<file path="src/hdl/rv32i_config.svh">
`ifndef RV32I_CONFIG_SVH
`define RV32I_CONFIG_SVH

// data and address width
`define XLEN 32

// register index width, x0..x31
`define REG_IDX_W 5

// pc step between sequential instructions
`define INST_BYTES 4

`endif
</file>
<file path="src/hdl/rv32i_pkg.sv">
`default_nettype none

package rv32i_pkg;

    // major opcodes, inst[6:0]
    typedef enum logic [6:0] {
        op_lui   = 7'b0110111,
        op_auipc = 7'b0010111,
        op_jal   = 7'b1101111,
        op_jalr  = 7'b1100111,
        op_br    = 7'b1100011,
        op_load  = 7'b0000011,
        op_store = 7'b0100011,
        op_imm   = 7'b0010011,
        op_reg   = 7'b0110011
    } opcode_t;

    typedef enum logic {
        rs1_out,
        pc_out
    } alu_m1_sel_t;

    typedef enum logic [2:0] {
        rs2_out,
        u_imm_m,
        i_imm_m,
        s_imm_m,
        b_imm_m,
        j_imm_m
    } alu_m2_sel_t;

    typedef enum logic {
        rs2_out_cmp,
        i_imm_m_cmp
    } cmp_sel_t;

    typedef enum logic [3:0] {
        alu_add,
        alu_sub,
        alu_sll,
        alu_srl,
        alu_sra,
        alu_xor,
        alu_or,
        alu_and,
        alu_pass_b  // lui
    } alu_op_t;

    // encodings follow branch funct3
    typedef enum logic [2:0] {
        beq  = 3'b000,
        bne  = 3'b001,
        blt  = 3'b100,
        bge  = 3'b101,
        bltu = 3'b110,
        bgeu = 3'b111
    } cmp_op_t;

    typedef enum logic [2:0] {
        wb_alu,
        wb_cmp,      // slt, sltu
        wb_pc_next,  // jal, jalr
        wb_mem,
        wb_none
    } wb_sel_t;

endpackage

`default_nettype wire

</file>
<file path="src/hdl/exec_core.sv">
`timescale 1ns/10ps
`default_nettype none
`include "rv32i_config.svh"

module exec_core
import rv32i_pkg::*;
(
    input  logic                  clk,
    input  logic                  rst,
    input  logic                  in_valid,
    input  logic [31:0]           in_inst,
    input  logic [`XLEN-1:0]      in_pc,
    input  logic [`XLEN-1:0]      in_order,
    input  logic [`XLEN-1:0]      in_rs1_v,
    input  logic [`XLEN-1:0]      in_rs2_v,
    output logic                  out_valid,
    output logic [`XLEN-1:0]      out_pc,
    output logic [`XLEN-1:0]      out_pc_next,
    output logic [`XLEN-1:0]      out_order,
    output logic [`REG_IDX_W-1:0] out_rd,
    output logic [`XLEN-1:0]      out_alu,
    output logic                  out_br_en,
    output logic [`XLEN-1:0]      out_rs2_v,
    output wb_sel_t               out_wb_sel,
    output logic                  out_wb_en,
    output logic                  out_mem_rd,
    output logic                  out_mem_wr,
    output logic                  out_illegal
);

    // id/ex stage register
    logic                  id_ex_valid;
    logic [`XLEN-1:0]      id_ex_pc, id_ex_pc_next, id_ex_order;
    logic [`REG_IDX_W-1:0] id_ex_rd;
    logic [`XLEN-1:0]      id_ex_rs1_v, id_ex_rs2_v, id_ex_imm;
    alu_m1_sel_t           id_ex_alu_m1_sel;
    alu_m2_sel_t           id_ex_alu_m2_sel;
    cmp_sel_t              id_ex_cmp_sel;
    alu_op_t               id_ex_aluop;
    cmp_op_t               id_ex_cmpop;
    wb_sel_t               id_ex_wb_sel;
    logic                  id_ex_wb_en, id_ex_mem_rd, id_ex_mem_wr, id_ex_illegal;

    decode_stage decode_i (
        .clk              (clk),
        .rst              (rst),
        .in_valid         (in_valid),
        .in_inst          (in_inst),
        .in_pc            (in_pc),
        .in_order         (in_order),
        .in_rs1_v         (in_rs1_v),
        .in_rs2_v         (in_rs2_v),
        .id_ex_valid      (id_ex_valid),
        .id_ex_pc         (id_ex_pc),
        .id_ex_pc_next    (id_ex_pc_next),
        .id_ex_order      (id_ex_order),
        .id_ex_rd         (id_ex_rd),
        .id_ex_rs1_v      (id_ex_rs1_v),
        .id_ex_rs2_v      (id_ex_rs2_v),
        .id_ex_imm        (id_ex_imm),
        .id_ex_alu_m1_sel (id_ex_alu_m1_sel),
        .id_ex_alu_m2_sel (id_ex_alu_m2_sel),
        .id_ex_cmp_sel    (id_ex_cmp_sel),
        .id_ex_aluop      (id_ex_aluop),
        .id_ex_cmpop      (id_ex_cmpop),
        .id_ex_wb_sel     (id_ex_wb_sel),
        .id_ex_wb_en      (id_ex_wb_en),
        .id_ex_mem_rd     (id_ex_mem_rd),
        .id_ex_mem_wr     (id_ex_mem_wr),
        .id_ex_illegal    (id_ex_illegal)
    );

    execute_stage execute_i (
        .clk              (clk),
        .rst              (rst),
        .id_ex_valid      (id_ex_valid),
        .id_ex_pc         (id_ex_pc),
        .id_ex_pc_next    (id_ex_pc_next),
        .id_ex_order      (id_ex_order),
        .id_ex_rd         (id_ex_rd),
        .id_ex_rs1_v      (id_ex_rs1_v),
        .id_ex_rs2_v      (id_ex_rs2_v),
        .id_ex_imm        (id_ex_imm),
        .id_ex_alu_m1_sel (id_ex_alu_m1_sel),
        .id_ex_alu_m2_sel (id_ex_alu_m2_sel),
        .id_ex_cmp_sel    (id_ex_cmp_sel),
        .id_ex_aluop      (id_ex_aluop),
        .id_ex_cmpop      (id_ex_cmpop),
        .id_ex_wb_sel     (id_ex_wb_sel),
        .id_ex_wb_en      (id_ex_wb_en),
        .id_ex_mem_rd     (id_ex_mem_rd),
        .id_ex_mem_wr     (id_ex_mem_wr),
        .id_ex_illegal    (id_ex_illegal),
        .out_valid        (out_valid),
        .out_pc           (out_pc),
        .out_pc_next      (out_pc_next),
        .out_order        (out_order),
        .out_rd           (out_rd),
        .out_alu          (out_alu),
        .out_br_en        (out_br_en),
        .out_rs2_v        (out_rs2_v),
        .out_wb_sel       (out_wb_sel),
        .out_wb_en        (out_wb_en),
        .out_mem_rd       (out_mem_rd),
        .out_mem_wr       (out_mem_wr),
        .out_illegal      (out_illegal)
    );

endmodule

`default_nettype wire

</file>
<file path="src/hdl/execute_stage.sv">
`timescale 1ns/10ps
`default_nettype none
`include "rv32i_config.svh"

module execute_stage
import rv32i_pkg::*;
(
    input  logic                  clk,
    input  logic                  rst,
    input  logic                  id_ex_valid,
    input  logic [`XLEN-1:0]      id_ex_pc,
    input  logic [`XLEN-1:0]      id_ex_pc_next,
    input  logic [`XLEN-1:0]      id_ex_order,
    input  logic [`REG_IDX_W-1:0] id_ex_rd,
    input  logic [`XLEN-1:0]      id_ex_rs1_v,
    input  logic [`XLEN-1:0]      id_ex_rs2_v,
    input  logic [`XLEN-1:0]      id_ex_imm,
    input  alu_m1_sel_t           id_ex_alu_m1_sel,
    input  alu_m2_sel_t           id_ex_alu_m2_sel,
    input  cmp_sel_t              id_ex_cmp_sel,
    input  alu_op_t               id_ex_aluop,
    input  cmp_op_t               id_ex_cmpop,
    input  wb_sel_t               id_ex_wb_sel,
    input  logic                  id_ex_wb_en,
    input  logic                  id_ex_mem_rd,
    input  logic                  id_ex_mem_wr,
    input  logic                  id_ex_illegal,
    output logic                  out_valid,
    output logic [`XLEN-1:0]      out_pc,
    output logic [`XLEN-1:0]      out_pc_next,
    output logic [`XLEN-1:0]      out_order,
    output logic [`REG_IDX_W-1:0] out_rd,
    output logic [`XLEN-1:0]      out_alu,
    output logic                  out_br_en,
    output logic [`XLEN-1:0]      out_rs2_v,
    output wb_sel_t               out_wb_sel,
    output logic                  out_wb_en,
    output logic                  out_mem_rd,
    output logic                  out_mem_wr,
    output logic                  out_illegal
);

    logic [`XLEN-1:0] alu_a, alu_b, cmp_b, alu_out;
    logic             br_en;

    assign alu_a = (id_ex_alu_m1_sel == pc_out) ? id_ex_pc : id_ex_rs1_v;
    assign alu_b = (id_ex_alu_m2_sel == rs2_out) ? id_ex_rs2_v : id_ex_imm;  // imm kind fixed in decode
    assign cmp_b = (id_ex_cmp_sel == i_imm_m_cmp) ? id_ex_imm : id_ex_rs2_v;

    alu alu_i (
        .aluop  (id_ex_aluop),
        .a      (alu_a),
        .b      (alu_b),
        .aluout (alu_out)
    );

    cmp cmp_i (
        .cmpop (id_ex_cmpop),
        .a     (id_ex_rs1_v),
        .b     (cmp_b),
        .br_en (br_en)
    );

    always_ff @(posedge clk) begin
        if (rst) begin
            out_valid  <= 1'b0;
            out_wb_en  <= 1'b0;
            out_mem_rd <= 1'b0;
            out_mem_wr <= 1'b0;
        end else begin
            out_valid  <= id_ex_valid;
            out_wb_en  <= id_ex_wb_en;
            out_mem_rd <= id_ex_mem_rd;
            out_mem_wr <= id_ex_mem_wr;
        end
    end

    always_ff @(posedge clk) begin
        out_pc      <= id_ex_pc;
        out_pc_next <= id_ex_pc_next;
        out_order   <= id_ex_order;
        out_rd      <= id_ex_rd;
        out_alu     <= alu_out;  // result, address or branch target
        out_br_en   <= br_en;
        out_rs2_v   <= id_ex_rs2_v;  // store data
        out_wb_sel  <= id_ex_wb_sel;
        out_illegal <= id_ex_illegal;
    end

    valid_known: assert property (@(posedge clk) disable iff (rst)
        !$isunknown(out_valid));

    store_no_writeback: assert property (@(posedge clk) disable iff (rst)
        out_mem_wr |-> !out_wb_en);

endmodule

`default_nettype wire

</file>
<file path="src/hdl/decode_stage.sv">
`timescale 1ns/10ps
`default_nettype none
`include "rv32i_config.svh"

module decode_stage
import rv32i_pkg::*;
(
    input  logic                  clk,
    input  logic                  rst,
    input  logic                  in_valid,
    input  logic [31:0]           in_inst,
    input  logic [`XLEN-1:0]      in_pc,
    input  logic [`XLEN-1:0]      in_order,
    input  logic [`XLEN-1:0]      in_rs1_v,
    input  logic [`XLEN-1:0]      in_rs2_v,
    output logic                  id_ex_valid,
    output logic [`XLEN-1:0]      id_ex_pc,
    output logic [`XLEN-1:0]      id_ex_pc_next,
    output logic [`XLEN-1:0]      id_ex_order,
    output logic [`REG_IDX_W-1:0] id_ex_rd,
    output logic [`XLEN-1:0]      id_ex_rs1_v,
    output logic [`XLEN-1:0]      id_ex_rs2_v,
    output logic [`XLEN-1:0]      id_ex_imm,
    output alu_m1_sel_t           id_ex_alu_m1_sel,
    output alu_m2_sel_t           id_ex_alu_m2_sel,
    output cmp_sel_t              id_ex_cmp_sel,
    output alu_op_t               id_ex_aluop,
    output cmp_op_t               id_ex_cmpop,
    output wb_sel_t               id_ex_wb_sel,
    output logic                  id_ex_wb_en,
    output logic                  id_ex_mem_rd,
    output logic                  id_ex_mem_wr,
    output logic                  id_ex_illegal
);

    opcode_t                opcode;
    logic [2:0]             funct3;
    logic [`REG_IDX_W-1:0]  rd;
    logic [`XLEN-1:0]       i_imm, s_imm, b_imm, u_imm, j_imm, imm;
    alu_m1_sel_t            m1_sel;
    alu_m2_sel_t            m2_sel;
    cmp_sel_t               cmp_sel;
    alu_op_t                aluop;
    cmp_op_t                cmpop;
    wb_sel_t                wb_sel;
    logic                   wb_en, mem_rd, mem_wr, illegal;

    // funct3 plus the inst[30] modifier picks the arithmetic op
    function automatic alu_op_t arith_op(input logic [2:0] f3, input logic alt);
        case (f3)
            3'b000:  arith_op = alt ? alu_sub : alu_add;
            3'b001:  arith_op = alu_sll;
            3'b100:  arith_op = alu_xor;
            3'b101:  arith_op = alt ? alu_sra : alu_srl;
            3'b110:  arith_op = alu_or;
            3'b111:  arith_op = alu_and;
            default: arith_op = alu_add;
        endcase
    endfunction

    function automatic cmp_op_t branch_op(input logic [2:0] f3);
        case (f3)
            3'b001:  branch_op = bne;
            3'b100:  branch_op = blt;
            3'b101:  branch_op = bge;
            3'b110:  branch_op = bltu;
            3'b111:  branch_op = bgeu;
            default: branch_op = beq;
        endcase
    endfunction

    assign opcode = opcode_t'(in_inst[6:0]);
    assign funct3 = in_inst[14:12];
    assign rd     = in_inst[11:7];

    assign i_imm = {{(`XLEN-11){in_inst[31]}}, in_inst[30:20]};
    assign s_imm = {{(`XLEN-11){in_inst[31]}}, in_inst[30:25], in_inst[11:7]};
    assign b_imm = {{(`XLEN-12){in_inst[31]}}, in_inst[7], in_inst[30:25], in_inst[11:8], 1'b0};
    assign u_imm = {in_inst[31:12], 12'h000};
    assign j_imm = {{(`XLEN-20){in_inst[31]}}, in_inst[19:12], in_inst[20], in_inst[30:21], 1'b0};

    always_comb begin
        m1_sel  = rs1_out;
        m2_sel  = i_imm_m;
        cmp_sel = rs2_out_cmp;
        aluop   = alu_add;
        cmpop   = beq;
        wb_sel  = wb_alu;
        wb_en   = 1'b1;
        mem_rd  = 1'b0;
        mem_wr  = 1'b0;
        illegal = 1'b0;
        case (opcode)
            op_lui: begin
                m2_sel = u_imm_m;
                aluop  = alu_pass_b;
            end
            op_auipc: begin
                m1_sel = pc_out;
                m2_sel = u_imm_m;
            end
            op_jal: begin
                m1_sel = pc_out;
                m2_sel = j_imm_m;
                wb_sel = wb_pc_next;
            end
            op_jalr: wb_sel = wb_pc_next;  // target is rs1 + i_imm
            op_br: begin
                m1_sel = pc_out;          // alu gives the target
                m2_sel = b_imm_m;
                cmpop  = branch_op(funct3);
                wb_sel = wb_none;
                wb_en  = 1'b0;
            end
            op_load: begin
                wb_sel = wb_mem;
                mem_rd = 1'b1;
            end
            op_store: begin
                m2_sel = s_imm_m;
                wb_sel = wb_none;
                wb_en  = 1'b0;
                mem_wr = 1'b1;
            end
            op_imm: begin
                if (funct3 == 3'b010 || funct3 == 3'b011) begin
                    cmp_sel = i_imm_m_cmp;
                    cmpop   = funct3[0] ? bltu : blt;
                    wb_sel  = wb_cmp;
                end else begin
                    // inst[30] is immediate data except for srai
                    aluop = arith_op(funct3, (funct3 == 3'b101) & in_inst[30]);
                end
            end
            op_reg: begin
                m2_sel = rs2_out;
                if (funct3 == 3'b010 || funct3 == 3'b011) begin
                    cmpop  = funct3[0] ? bltu : blt;
                    wb_sel = wb_cmp;
                end else begin
                    aluop = arith_op(funct3, in_inst[30]);
                end
            end
            default: begin
                illegal = 1'b1;
                wb_sel  = wb_none;
                wb_en   = 1'b0;
            end
        endcase
        if (rd == '0)
            wb_en = 1'b0;  // x0 is never written
    end

    // one immediate travels on, chosen by the m2 select
    always_comb begin
        case (m2_sel)
            u_imm_m: imm = u_imm;
            s_imm_m: imm = s_imm;
            b_imm_m: imm = b_imm;
            j_imm_m: imm = j_imm;
            default: imm = i_imm;  // also feeds slti/sltiu compare
        endcase
    end

    always_ff @(posedge clk) begin
        if (rst) begin
            id_ex_valid  <= 1'b0;
            id_ex_wb_en  <= 1'b0;
            id_ex_mem_rd <= 1'b0;
            id_ex_mem_wr <= 1'b0;
        end else begin
            id_ex_valid  <= in_valid;
            id_ex_wb_en  <= in_valid & wb_en;  // empty slots carry no enables
            id_ex_mem_rd <= in_valid & mem_rd;
            id_ex_mem_wr <= in_valid & mem_wr;
        end
    end

    always_ff @(posedge clk) begin
        id_ex_pc         <= in_pc;
        id_ex_pc_next    <= in_pc + `XLEN'(`INST_BYTES);
        id_ex_order      <= in_order;
        id_ex_rd         <= rd;
        id_ex_rs1_v      <= in_rs1_v;
        id_ex_rs2_v      <= in_rs2_v;
        id_ex_imm        <= imm;
        id_ex_alu_m1_sel <= m1_sel;
        id_ex_alu_m2_sel <= m2_sel;
        id_ex_cmp_sel    <= cmp_sel;
        id_ex_aluop      <= aluop;
        id_ex_cmpop      <= cmpop;
        id_ex_wb_sel     <= wb_sel;
        id_ex_illegal    <= illegal;
    end

    illegal_no_side_effects: assert property (@(posedge clk) disable iff (rst)
        (id_ex_valid && id_ex_illegal) |-> !(id_ex_wb_en || id_ex_mem_rd || id_ex_mem_wr));

endmodule

`default_nettype wire

</file>
<file path="src/hdl/cmp.sv">
`timescale 1ns/10ps
`default_nettype none
`include "rv32i_config.svh"

module cmp
import rv32i_pkg::*;
(
    input  cmp_op_t            cmpop,
    input  logic [`XLEN-1:0]   a,
    input  logic [`XLEN-1:0]   b,
    output logic               br_en
);

    logic lt_s, lt_u;

    assign lt_s = $signed(a) < $signed(b);
    assign lt_u = a < b;

    // blt/bltu double as slt/sltu
    always_comb begin
        case (cmpop)
            beq:     br_en = (a == b);
            bne:     br_en = (a != b);
            blt:     br_en = lt_s;
            bge:     br_en = !lt_s;
            bltu:    br_en = lt_u;
            bgeu:    br_en = !lt_u;
            default: br_en = 1'b0;
        endcase
    end

endmodule

`default_nettype wire

</file>
<file path="src/hdl/alu.sv">
`timescale 1ns/10ps
`default_nettype none
`include "rv32i_config.svh"

module alu
import rv32i_pkg::*;
(
    input  alu_op_t            aluop,
    input  logic [`XLEN-1:0]   a,
    input  logic [`XLEN-1:0]   b,
    output logic [`XLEN-1:0]   aluout
);

    logic [4:0] shamt;

    assign shamt = b[4:0];  // rv32i shifts ignore the upper bits

    always_comb begin
        case (aluop)
            alu_add:    aluout = a + b;
            alu_sub:    aluout = a - b;
            alu_sll:    aluout = a << shamt;
            alu_srl:    aluout = a >> shamt;
            alu_sra:    aluout = $unsigned($signed(a) >>> shamt);
            alu_xor:    aluout = a ^ b;
            alu_or:     aluout = a | b;
            alu_and:    aluout = a & b;
            alu_pass_b: aluout = b;
            default:    aluout = '0;
        endcase
    end

endmodule

`default_nettype wire

</file>
<file path="config.mk">
export PLATFORM = sky130hd
export DESIGN_NAME = exec_core
export DESIGN_NICKNAME = d
export VERILOG_FILES = /design/src/hdl/rv32i_pkg.sv /design/src/hdl/exec_core.sv /design/src/hdl/execute_stage.sv /design/src/hdl/decode_stage.sv /design/src/hdl/cmp.sv /design/src/hdl/alu.sv
export VERILOG_INCLUDE_DIRS = /design/src /design/src/hdl
export SDC_FILE = /design/constraint.sdc
export NUM_CORES = 1
export LEC_CHECK = 0
export BUFFER_PORTS_ARGS = -buffer_cell sky130_fd_sc_hd__clkbuf_2
export CAP_MARGIN = 25
export CORE_AREA = 2 2 197 248
export CTS_CLUSTER_DIAMETER = 60
export DETAILED_ROUTE_END_ITERATION = 16
export DIE_AREA = 0 0 199 250
export PLACE_DENSITY = 0.6
export REMOVE_ABC_BUFFERS = 1
export SETUP_SLACK_MARGIN = 0.02
export SLEW_MARGIN = 0
export SYNTH_ARGS = -nofsm -noshare
export SYNTH_HDL_FRONTEND = slang
export SYNTH_SLANG_ARGS = --single-unit
</file>
<file path="constraint.sdc">
create_clock -name clk -period 5.9 [get_ports clk]
set_clock_uncertainty 0.1 [all_clocks]
set_input_delay 0.885 -clock clk [delete_from_list [all_inputs] [get_ports clk]]
set_output_delay 0.885 -clock clk [all_outputs]
set_load 0.02 [all_outputs]
</file>
# == Yosys cells after proc, flatten, opt, wreduce, memory -nomap -nowiden ==
# Cells that the tools add are included.
# classes
bitwise_logic,7
shifts,3
n_lt_le_gt_ge,2
n_mux,29
n_eq_ne,35
n_addsub,3
n_reduce_logical,14
# ops
op,n
$pmux W32 S9,1
$pmux W31 S4,1
$mux W32,3
$lt A32 B32 Y1,2
$pmux W4 S6,2
$add A32 B3 Y32 const B,1
$add A32 B32 Y32,1
$and A32 B32 Y32,1
$eq A32 B32 Y1,1
$ne A32 B32 Y1,1
$or A32 B32 Y32,1
$shl A32 B5 Y32,1
$shr A32 B5 Y32,1
$sshr A32 B5 Y32,1
$sub A32 B32 Y32,1
$xor A32 B32 Y32,1
$eq A3 B3 Y1 const B,10
$pmux W3 S5,2
$eq A7 B6 Y1 const B,3
$eq A7 B7 Y1 const B,3
$eq A4 B3 Y1 const B,4
$eq A7 B5 Y1 const B,2
$pmux W3 S4,1
$pmux W4 S3,1
other kinds (22),47
# word_totals
out_inout_bits,174
elab_cells,124
input_bits,163
register_bits,391

# == Depth between registers and ports, before layout ==
# Gate-level depths: netlist (run 1).
# logic_depth
word_depth,6
depth_mapped,21
ltp_nobuf,17

# == Cells and area by module ==
# A second synthesis (run 1) with hierarchy kept.
# unflattened
hier_cells,1997
area_unflattened_um2,19695.1
# by_module_without_submodules
mod,area_each_um2,seq_area_each_um2,instances,cells_each
alu,8489.4,0.0,1,1187
decode_stage,5607.9,4304.1,1,405
execute_stage,4692.0,3483.3,1,286
cmp,905.9,0.0,1,119

# == Least setup slack after synthesis (run 1) ==
# Ideal clock, no wire load.
# synth_timing
path_kind,register to register
start,reg decode_i.id_ex_alu_m2_sel[1]
end,reg execute_i.out_alu[27]
stages_incl_launch_ff,19
arrival_ns,4.935
path_slack_ns,0.745
setup_time_ns,0.120
cell_sequence,dfxtp_1 > nor3_2 > mux2i_2 > clkbuf_1 > clkbuf_1 > ha_1 > and3_1 > a41oi_1 > nand2b_1 > xnor2_1 > ha_1 > a21o_1 > a31o_2 > a221o_1 > and2_1 > or3_1 > a21oi_1 > xnor2_1 > a211o_1
# synth_via
elab_chain_len,4
word_cells_on_any_way,11
classes_between,add/sub: 2; shift: 3; mux: 2; bitwise: 3; reduce/logical: 1
# synth_lines
item,line,rtl
"start, declared",decode_stage.sv:25,"output alu_m2_sel_t id_ex_alu_m2_sel,"
"start signal, assigned",decode_stage.sv:188,id_ex_alu_m2_sel <= m2_sel;
$logic_not A3 Y1 *,execute_stage.sv:47,assign alu_b = (id_ex_alu_m2_sel == rs2_out) ? id_ex_rs2_v : id_ex_imm;
$mux W32 *,execute_stage.sv:47,
"$sub A32 B32 Y32, or another cell as far along",alu.sv:21,alu_sub: aluout = a - b;
$pmux W32 S9 *,alu.sv:19,case (aluop)
via execute_i.alu_i.aluout[27],alu.sv:11,output logic [`XLEN-1:0] aluout
"end signal, assigned",execute_stage.sv:83,out_alu <= alu_out;
"end, declared",execute_stage.sv:33,"output logic [`XLEN-1:0] out_alu,"
# The timed path passes the listed nets; every way through them passes the cells marked *.
# A chain may end at the register's enable or synchronous reset.

# == Worst setup path after layout (run 1) ==
# Same ends and word-level chain as after synthesis.

==> impl_metrics.tcl, run 1 <==
set metrics [dict create \
    synth_edf_count 0 \
    async_reset_ff_share_pct 0 \
    fin_setup_tns_ns 0 \
    rsz0062_at_grt "no" \
    synth-main-ff-cell "dfxtp_1" \
    slew_violations 0 \
    cap_viol_max_count 0 \
    grt-ovfl-total 0 \
    via_per_inst 5.688 \
    cp.required_ns 6.27 \
    syn_inst 2053 \
    setup_viol 0 \
    clkSlewWorstSetupHoldPaths_ns 0.06 \
    p_per_area_nw_per_um2 308.9 \
    status "finished clean" \
    cp.arrival_ns 5.75 \
    fmax_mhz 185.9 \
    grt_pass1_vias 17260 \
    grt_pass1_wl_mm 110.0 \
    synth-seq-cells 387 \
    placed_area_sq_um 21390 \
    slew_headroom_pct 32.82 \
    worst_pin_slew_ns 0.9991 \
    final_cell_mix "384 x dfxtp_1, 336 x clkbuf_2, 175 x nand2_1, 157 x mux2i_1, 137 x o21ai_0" \
    num_antenna_cells 0 \
    r2r-start "decode_i.id_ex_alu_m2_sel[1]$_DFF_P_" \
    drive_gt1_share_pct 21.55 \
    ioPinCount 337 \
    die_area_sq_um 49750 \
    period_share_pct 91.19 \
    wl_per_cell_um 24.37 \
    core_sq_um 47630 \
    drtIter0Drc 1219 \
    cts_resized 0 \
    worst_setup_path_start_kind "flip-flop" \
    postSynthAreaPerCell_sq_um 9.162 \
    grt_max_degree 56 \
    numCtsBuffers 42 \
    cts_tree "built" \
    clock_latency_ns 0.60 \
    synth_area_sq_um 18810 \
    yosys_warnings 0 \
    antenna_found_initial 2 \
    yosys.area.top_type "dfxtp_1" \
    antenna_left 0 \
    yosysTopAreaCellShare_pct 41.19 \
    nets 2685 \
    ir_drop_mv 0.2863 \
    dp_slack_ns 0.6170 \
    postCtsSetupBuffers 0 \
    syn2layout_area_growth_pct 21.07 \
    hold_start "decode_i.id_ex_pc_next[22]$_DFF_P_" \
    cts_sinks 387 \
    layout_commonest_cell "dfxtp_1" \
    die_w_um 199 \
    hp-class "reg -> reg" \
    die_h_um 250 \
    fin_ws_ns 0.5201 \
    hold_violations 0 \
    finalInstanceArea_sq_um 22770 \
    stdcell_count 3066 \
    num_vias 17440 \
    port_buffers 336 \
    ctsHoldBuffers 0 \
    globalplace.congestion 0.9914 \
    drc 0 \
    fin_util_pct 47.81 \
    timing.hold.ws_ns 0.2165 \
    dr.pass1.iters 5 \
    clock_path_buffers 3 \
    grt_usage_pct 29.57 \
    min_period_ns 5.380 \
    total_power_mw 7.034 \
    hpwlAfterDp_mm 59.38 \
    synth_cell_types 78 \
    crit_path_end_kind "flip-flop" \
    critical_path.startpoint "decode_i.id_ex_alu_m2_sel[1]$_DFF_P_" \
    ctsHtreeMaxLevel 2 \
    placed_cells 2991 \
    initial_core_util_pct 39.49 \
    root_buffer "clkbuf_16" \
    worstSetupPathType "reg -> reg" \
    totalWireLength_mm 74.71 \
    power.leakage_nw 9.966 \
    ys_seq_area_share_pct 41.19 \
    crit_fanout 25 \
    synth.area.top_cells "dfxtp_1 41%, ha_1 8.6%, mux2i_1 8.6%" \
    num_rows 90 \
]
[synth_stat cells, types with 14 or more instances]
master and count:
a211oi_1 23, a21o_1 38, a21oi_1 116, a22oi_1 31
a31oi_1 29, and2_1 15, and3_1 16, buf_2 27
clkbuf_1 64, dfxtp_1 387, ha_1 130, inv_1 88
mux2_2 21, mux2i_1 161, nand2_1 175, nand2b_1 14
nand3_1 51, nand4_1 20, nor2_1 109, nor3_1 66
nor4_1 14, o211ai_1 21, o21ai_0 137, o22ai_1 39
xnor2_1 66, xor2_1 19
[layer usage]
metal / up-vias / global-route usage [%] / part of all wire [%]
met2: 830 / 49.47 / 48
met1: 8323 / 35.57 / 40
li1: 8083 / - / -
met4: 4 / 15.69 / 5.7
met5: - / 0 / 0.043
met3: 199 / 5.811 / 7.2
[critical path: stages, from the launching register on]
cell and delay, ns:
dfxtp_1 0.38, nor3_4 0.59, buf_4 0.48, mux2i_1 0.56, nand2_1 0.16, or4_1 0.53
a21oi_1 0.31, xnor2_1 0.11, ha_1 0.38, and4_1 0.23, a221o_1 0.33, and2_1 0.19
or3_1 0.34, a21oi_1 0.18, xnor2_1 0.10, a211o_1 0.29
[area by class of cell]
type	count	area, sq um
inverter	93	349.1
clock buffer	52	1129
multi-input combinational	1467	10320
fill	4633	24860
timing repair buffer	400	2162
tap	644	805.8
sequential	387	7751
clock inverter	23	255.2
[registers in the layout, summed over array words and instances (netlist names), 3 cells and up]
name,count
decode_i.id_ex_aluop,4
decode_i.id_ex_pc,32
decode_i.id_ex_rs2_v,32
decode_i.id_ex_rs1_v,32
decode_i.id_ex_pc_next,30
decode_i.id_ex_alu_m2_sel,3
decode_i.id_ex_order,32
execute_i.out_pc_next,30
execute_i.out_wb_sel,3
execute_i.out_order,32
execute_i.out_rd,5
decode_i.id_ex_cmpop,3
execute_i.out_rs2_v,32
decode_i.id_ex_imm,32
execute_i.out_alu,32
execute_i.out_pc,32
decode_i.id_ex_rd,5
decode_i.id_ex_wb_sel,3
[power breakdown]
part	total, mW	switching (mW)	leakage (nW)	internal, mW
logic	1.53	0.990	6.04	0.540
clock network	2.59	1.17	0.671	1.42
registers	2.91	0.104	3.26	2.81
total	7.03	2.27	9.97	4.77
[cells by family (layout without fill, tap and decap cells)]
kind of cell | count (synthesis) | after routing | synth area share, %
adders and majority gates | 131 | 131 | 8.753
xor gates and xnor gates | 86 | 86 | 4.084
AOI/OAI and AO/OA | 534 | 534 | 18.26
muxes | 183 | 183 | 9.898
DFF | 387 | 387 | 41.19
buffers and inverters | 199 | 568 | 4.270
and+or+nand+nor | 533 | 533 | 13.55
[worst paths after layout]
| kind | to | slack, ns | depth (start not counted) |
|---|---|---|---|
| max | execute_i.out_alu[27]$_DFF_P_ | 0.52 | 15 |
| min | execute_i.out_pc_next[22]$_DFF_P_ | 0.22 | 0 |
| max reg2reg | execute_i.out_alu[27]$_DFF_P_ | 0.52 | 15 |
| min reg2reg | execute_i.out_pc_next[22]$_DFF_P_ | 0.22 | 0 |
Power figures use the tool's default switching activity.
==> run 2, diff against run 1 <==
Settings changed: ABC_AREA from default to 1, CORE_AREA 2 2 197 248 to 2 2 202 254, DIE_AREA 0 0 199 250 to 0 0 204 256.
==> run 2 against run 1 <==
Against the previous run:
- die area rose by 5.0%
- non-clock buffer count shrank 12
- count of clock-buffer cells in the layout shrank 5
- register-to-register slack better by 0.61 ns
- critical path type unchanged
- largest cell class unchanged
==> impl_metrics.tcl, run 2 <==
set metrics [dict create \
    synth-seq-cells 387 \
    yosys_warnings 0 \
    ys_seq_area_share_pct 39.29 \
    die_h_um 256 \
    path_delay_family "simple AND/OR/NAND/NOR gates" \
    drc 0 \
    clock_path_buffers 3 \
    power.internal_mw 4.849 \
    initial_core_util_pct 39.47 \
    slew_headroom_pct 26.04 \
    p_comb_share_pct 23.0 \
    layout_commonest_cell "nand2_1" \
    grt_max_degree 70 \
    yosys.area.top_type "dfxtp_1" \
    slew_violations 0 \
    synth.area.top_cells "dfxtp_1 39%, nand2_1 13%, nand3_1 9.6%" \
    cts_tree "built" \
    worstSetupPathType "reg -> reg" \
    antenna_found_initial 2 \
    worst_path_largest_cell_delay_ns 0.44 \
    dr.pass1.iters 8 \
    path_cells "inv_2 -> nand2_4 -> nand2_2 -> nand2_2 -> buf_4 -> nor2_1 -> nand2_1 -> nor2_2 -> nand2_1 -> nor2_1 -> nor2_1 -> xor2_1 -> ha_1 -> nand2_1 -> nor2_1 -> inv_1 -> nor2_1 -> nand4_1 -> nand3_1 -> a21oi_1 -> o21ai_0 -> nand2_1 -> inv_1 -> nand2_1" \
    crit_fanout 34 \
    cap_viol_max_count 0 \
    hpwlAfterDp_mm 71.51 \
    cp.required_ns 6.24 \
    p_per_area_nw_per_um2 306.8 \
    switching_share_pct 32.97 \
    grt_pass1_vias 20000 \
    cts_sinks 387 \
    fmax_mhz 209.6 \
    fin_util_pct 47.20 \
    final_cell_mix "707 x nand2_1, 385 x dfxtp_1, 380 x nand3_1, 336 x clkbuf_2, 254 x inv_1" \
    drive_gt1_share_pct 17.53 \
    postCtsSetupBuffers 0 \
    ir_drop_mv 0.3057 \
    seqPwrFrac_pct 40.1 \
    globalplace.congestion 1.002 \
    placed_cells 3659 \
    nets 3340 \
    via_per_inst 5.346 \
    cts_resized 0 \
    die_area_sq_um 52220 \
    antenna_left 0 \
    drtIter0Drc 1636 \
    setup_viol 0 \
    synth_area_sq_um 19720 \
    die_w_um 204 \
    status "finished clean" \
    core_sq_um 49960 \
    ctsHtreeMaxLevel 2 \
    power_switching_mw 2.385 \
    numCtsBuffers 41 \
    totalWireLength_mm 87.35 \
    ctsHoldBuffers 0 \
    power.leakage_nw 11.67 \
    synth_edf_count 0 \
    worst_setup_path_start_kind "flip-flop" \
    fill_cells 5226 \
    syn2layout_area_growth_pct 19.59 \
    clock_latency_ns 0.59 \
    num_vias 19960 \
    rsz0062_at_grt "no" \
    synth-main-ff-cell "dfxtp_1" \
    syn_inst 2706 \
    async_reset_ff_share_pct 0 \
    stdcell_count 3734 \
    root_buffer "clkbuf_16" \
    grt_pass1_wl_mm 127.0 \
    crit_path_end_kind "flip-flop" \
    min_period_ns 4.771 \
    num_rows 92 \
    yosysMostFrequentCell "nand2_1" \
    wl_per_cell_um 23.39 \
    crit_slowest_cell "inv_2" \
    postSynthAreaPerCell_sq_um 7.286 \
    crit_buf_inv 4 \
    hp-class "reg -> reg" \
    grt_usage_pct 32.98 \
    clkSlewWorstSetupHoldPaths_ns 0.07 \
    synth_cell_types 50 \
    ioPinCount 337 \
    timing.hold.ws_ns 0.2187 \
    fin_setup_tns_ns 0 \
    grt-ovfl-total 0 \
    cp.arrival_ns 5.11 \
    port_buffers 336 \
    period_share_pct 80.86 \
    p_clk_share_pct 36.9 \
    ys_top_cells_by_count "708 x nand2_1, 387 x dfxtp_1, 380 x nand3_1" \
    hold_violations 0 \
    worst_pin_slew_ns 1.109 \
    yosysTopAreaCellShare_pct 39.29 \
]
run 2: cell count changes in the layout (fill, tap and decap cells not counted), sizes merged, moves of 28 or more:
cell / change
nor2: +87
o22ai: -36
xnor2: -56
a22oi: -31
nand2: +562
a21o: -36
nand3: +331
o21ai: +34
nor3: -35
inv: +171
xor2: +28
mux2i: -134
run 2: area by class of cell:
type	instances	area (sq um)	area share, %
Antenna cell	1	2.502	0.01061
Clock buffer	47	1069	4.532
Clock inverter	25	345.3	1.465
Inverter	271	1020	4.325
Multi-Input combinational cell	1957	10470	44.41
Sequential cell	387	7750	32.87
Tap cell	658	823.3	3.492
Timing Repair Buffer	388	2098	8.899
run 2: power groups by stage:
stage | Combinational [mW] | Clock [mW] | Sequential [mW]
6_report | 1.66 | 2.67 | 2.90
5_1_grt | 1.81 | 2.84 | 2.91
4_1_cts | 1.64 | 2.73 | 2.90
3_5_place_dp | 1.63 | 0 | 2.96
3_3_place_gp | 1.63 | 0 | 2.96
2_1_floorplan | 0.837 | 0 | 3.06
run 2: worst register-to-register path: stages (launching register included):
cell and delay [ns]:
dfxtp_1 0.31, inv_2 0.44, nand2_4 0.39, nand2_2 0.16, nand2_2 0.09, buf_4 0.24
nor2_1 0.19, nand2_1 0.11, nor2_2 0.20, nand2_1 0.11, nor2_1 0.22, nor2_1 0.08
xor2_1 0.15, ha_1 0.41, nand2_1 0.12, nor2_1 0.23, inv_1 0.09, nor2_1 0.22
nand4_1 0.17, nand3_1 0.16, a21oi_1 0.08, o21ai_0 0.10, nand2_1 0.10, inv_1 0.11
nand2_1 0.09
run 2: cell families (layout without fill, tap and decap cells):
group,after synthesis,in the layout,share of synthesized area [%]
flops,387,387,39.29
buf+inv,362,731,7.609
simple gates,1403,1403,31.16
mux,28,28,1.422
xor+xnor,57,57,2.532
compound gates,338,338,9.633
other cells,0,1,0
fa+ha+maj,131,131,8.351
run 2: routing by layer:
metal	vias up	global-route usage (%)	routed length, um
met5	-	0	13
met4	2	19.04	5637
met3	205	5.526	5558
met2	874	58.50	43370
met1	9284	36.91	32780
li1	9598	-	-
run 2: stage by stage:
stage,power [mW],worst slack (ns),instance area [sq um]
after global routing,7.561,0.7143,23580
after detailed placement,4.587,1.198,22120
final,7.233,1.129,23580
after floorplan,3.898,0.8113,19240
after global placement,4.583,1.186,22110
after CTS,7.267,1.160,23540
run 2: final timing paths:
kind                                        start                            end  slack (ns)  cells past startpoint
max          decode_i.id_ex_alu_m2_sel[0]$_DFF_P_  execute_i.out_alu[19]$_DFF_P_        1.13                     24
min                decode_i.id_ex_illegal$_DFF_P_  execute_i.out_illegal$_DFF_P_        0.22                      0
max reg2reg  decode_i.id_ex_alu_m2_sel[0]$_DFF_P_  execute_i.out_alu[19]$_DFF_P_        1.13                     24
min reg2reg        decode_i.id_ex_illegal$_DFF_P_  execute_i.out_illegal$_DFF_P_        0.22                      0
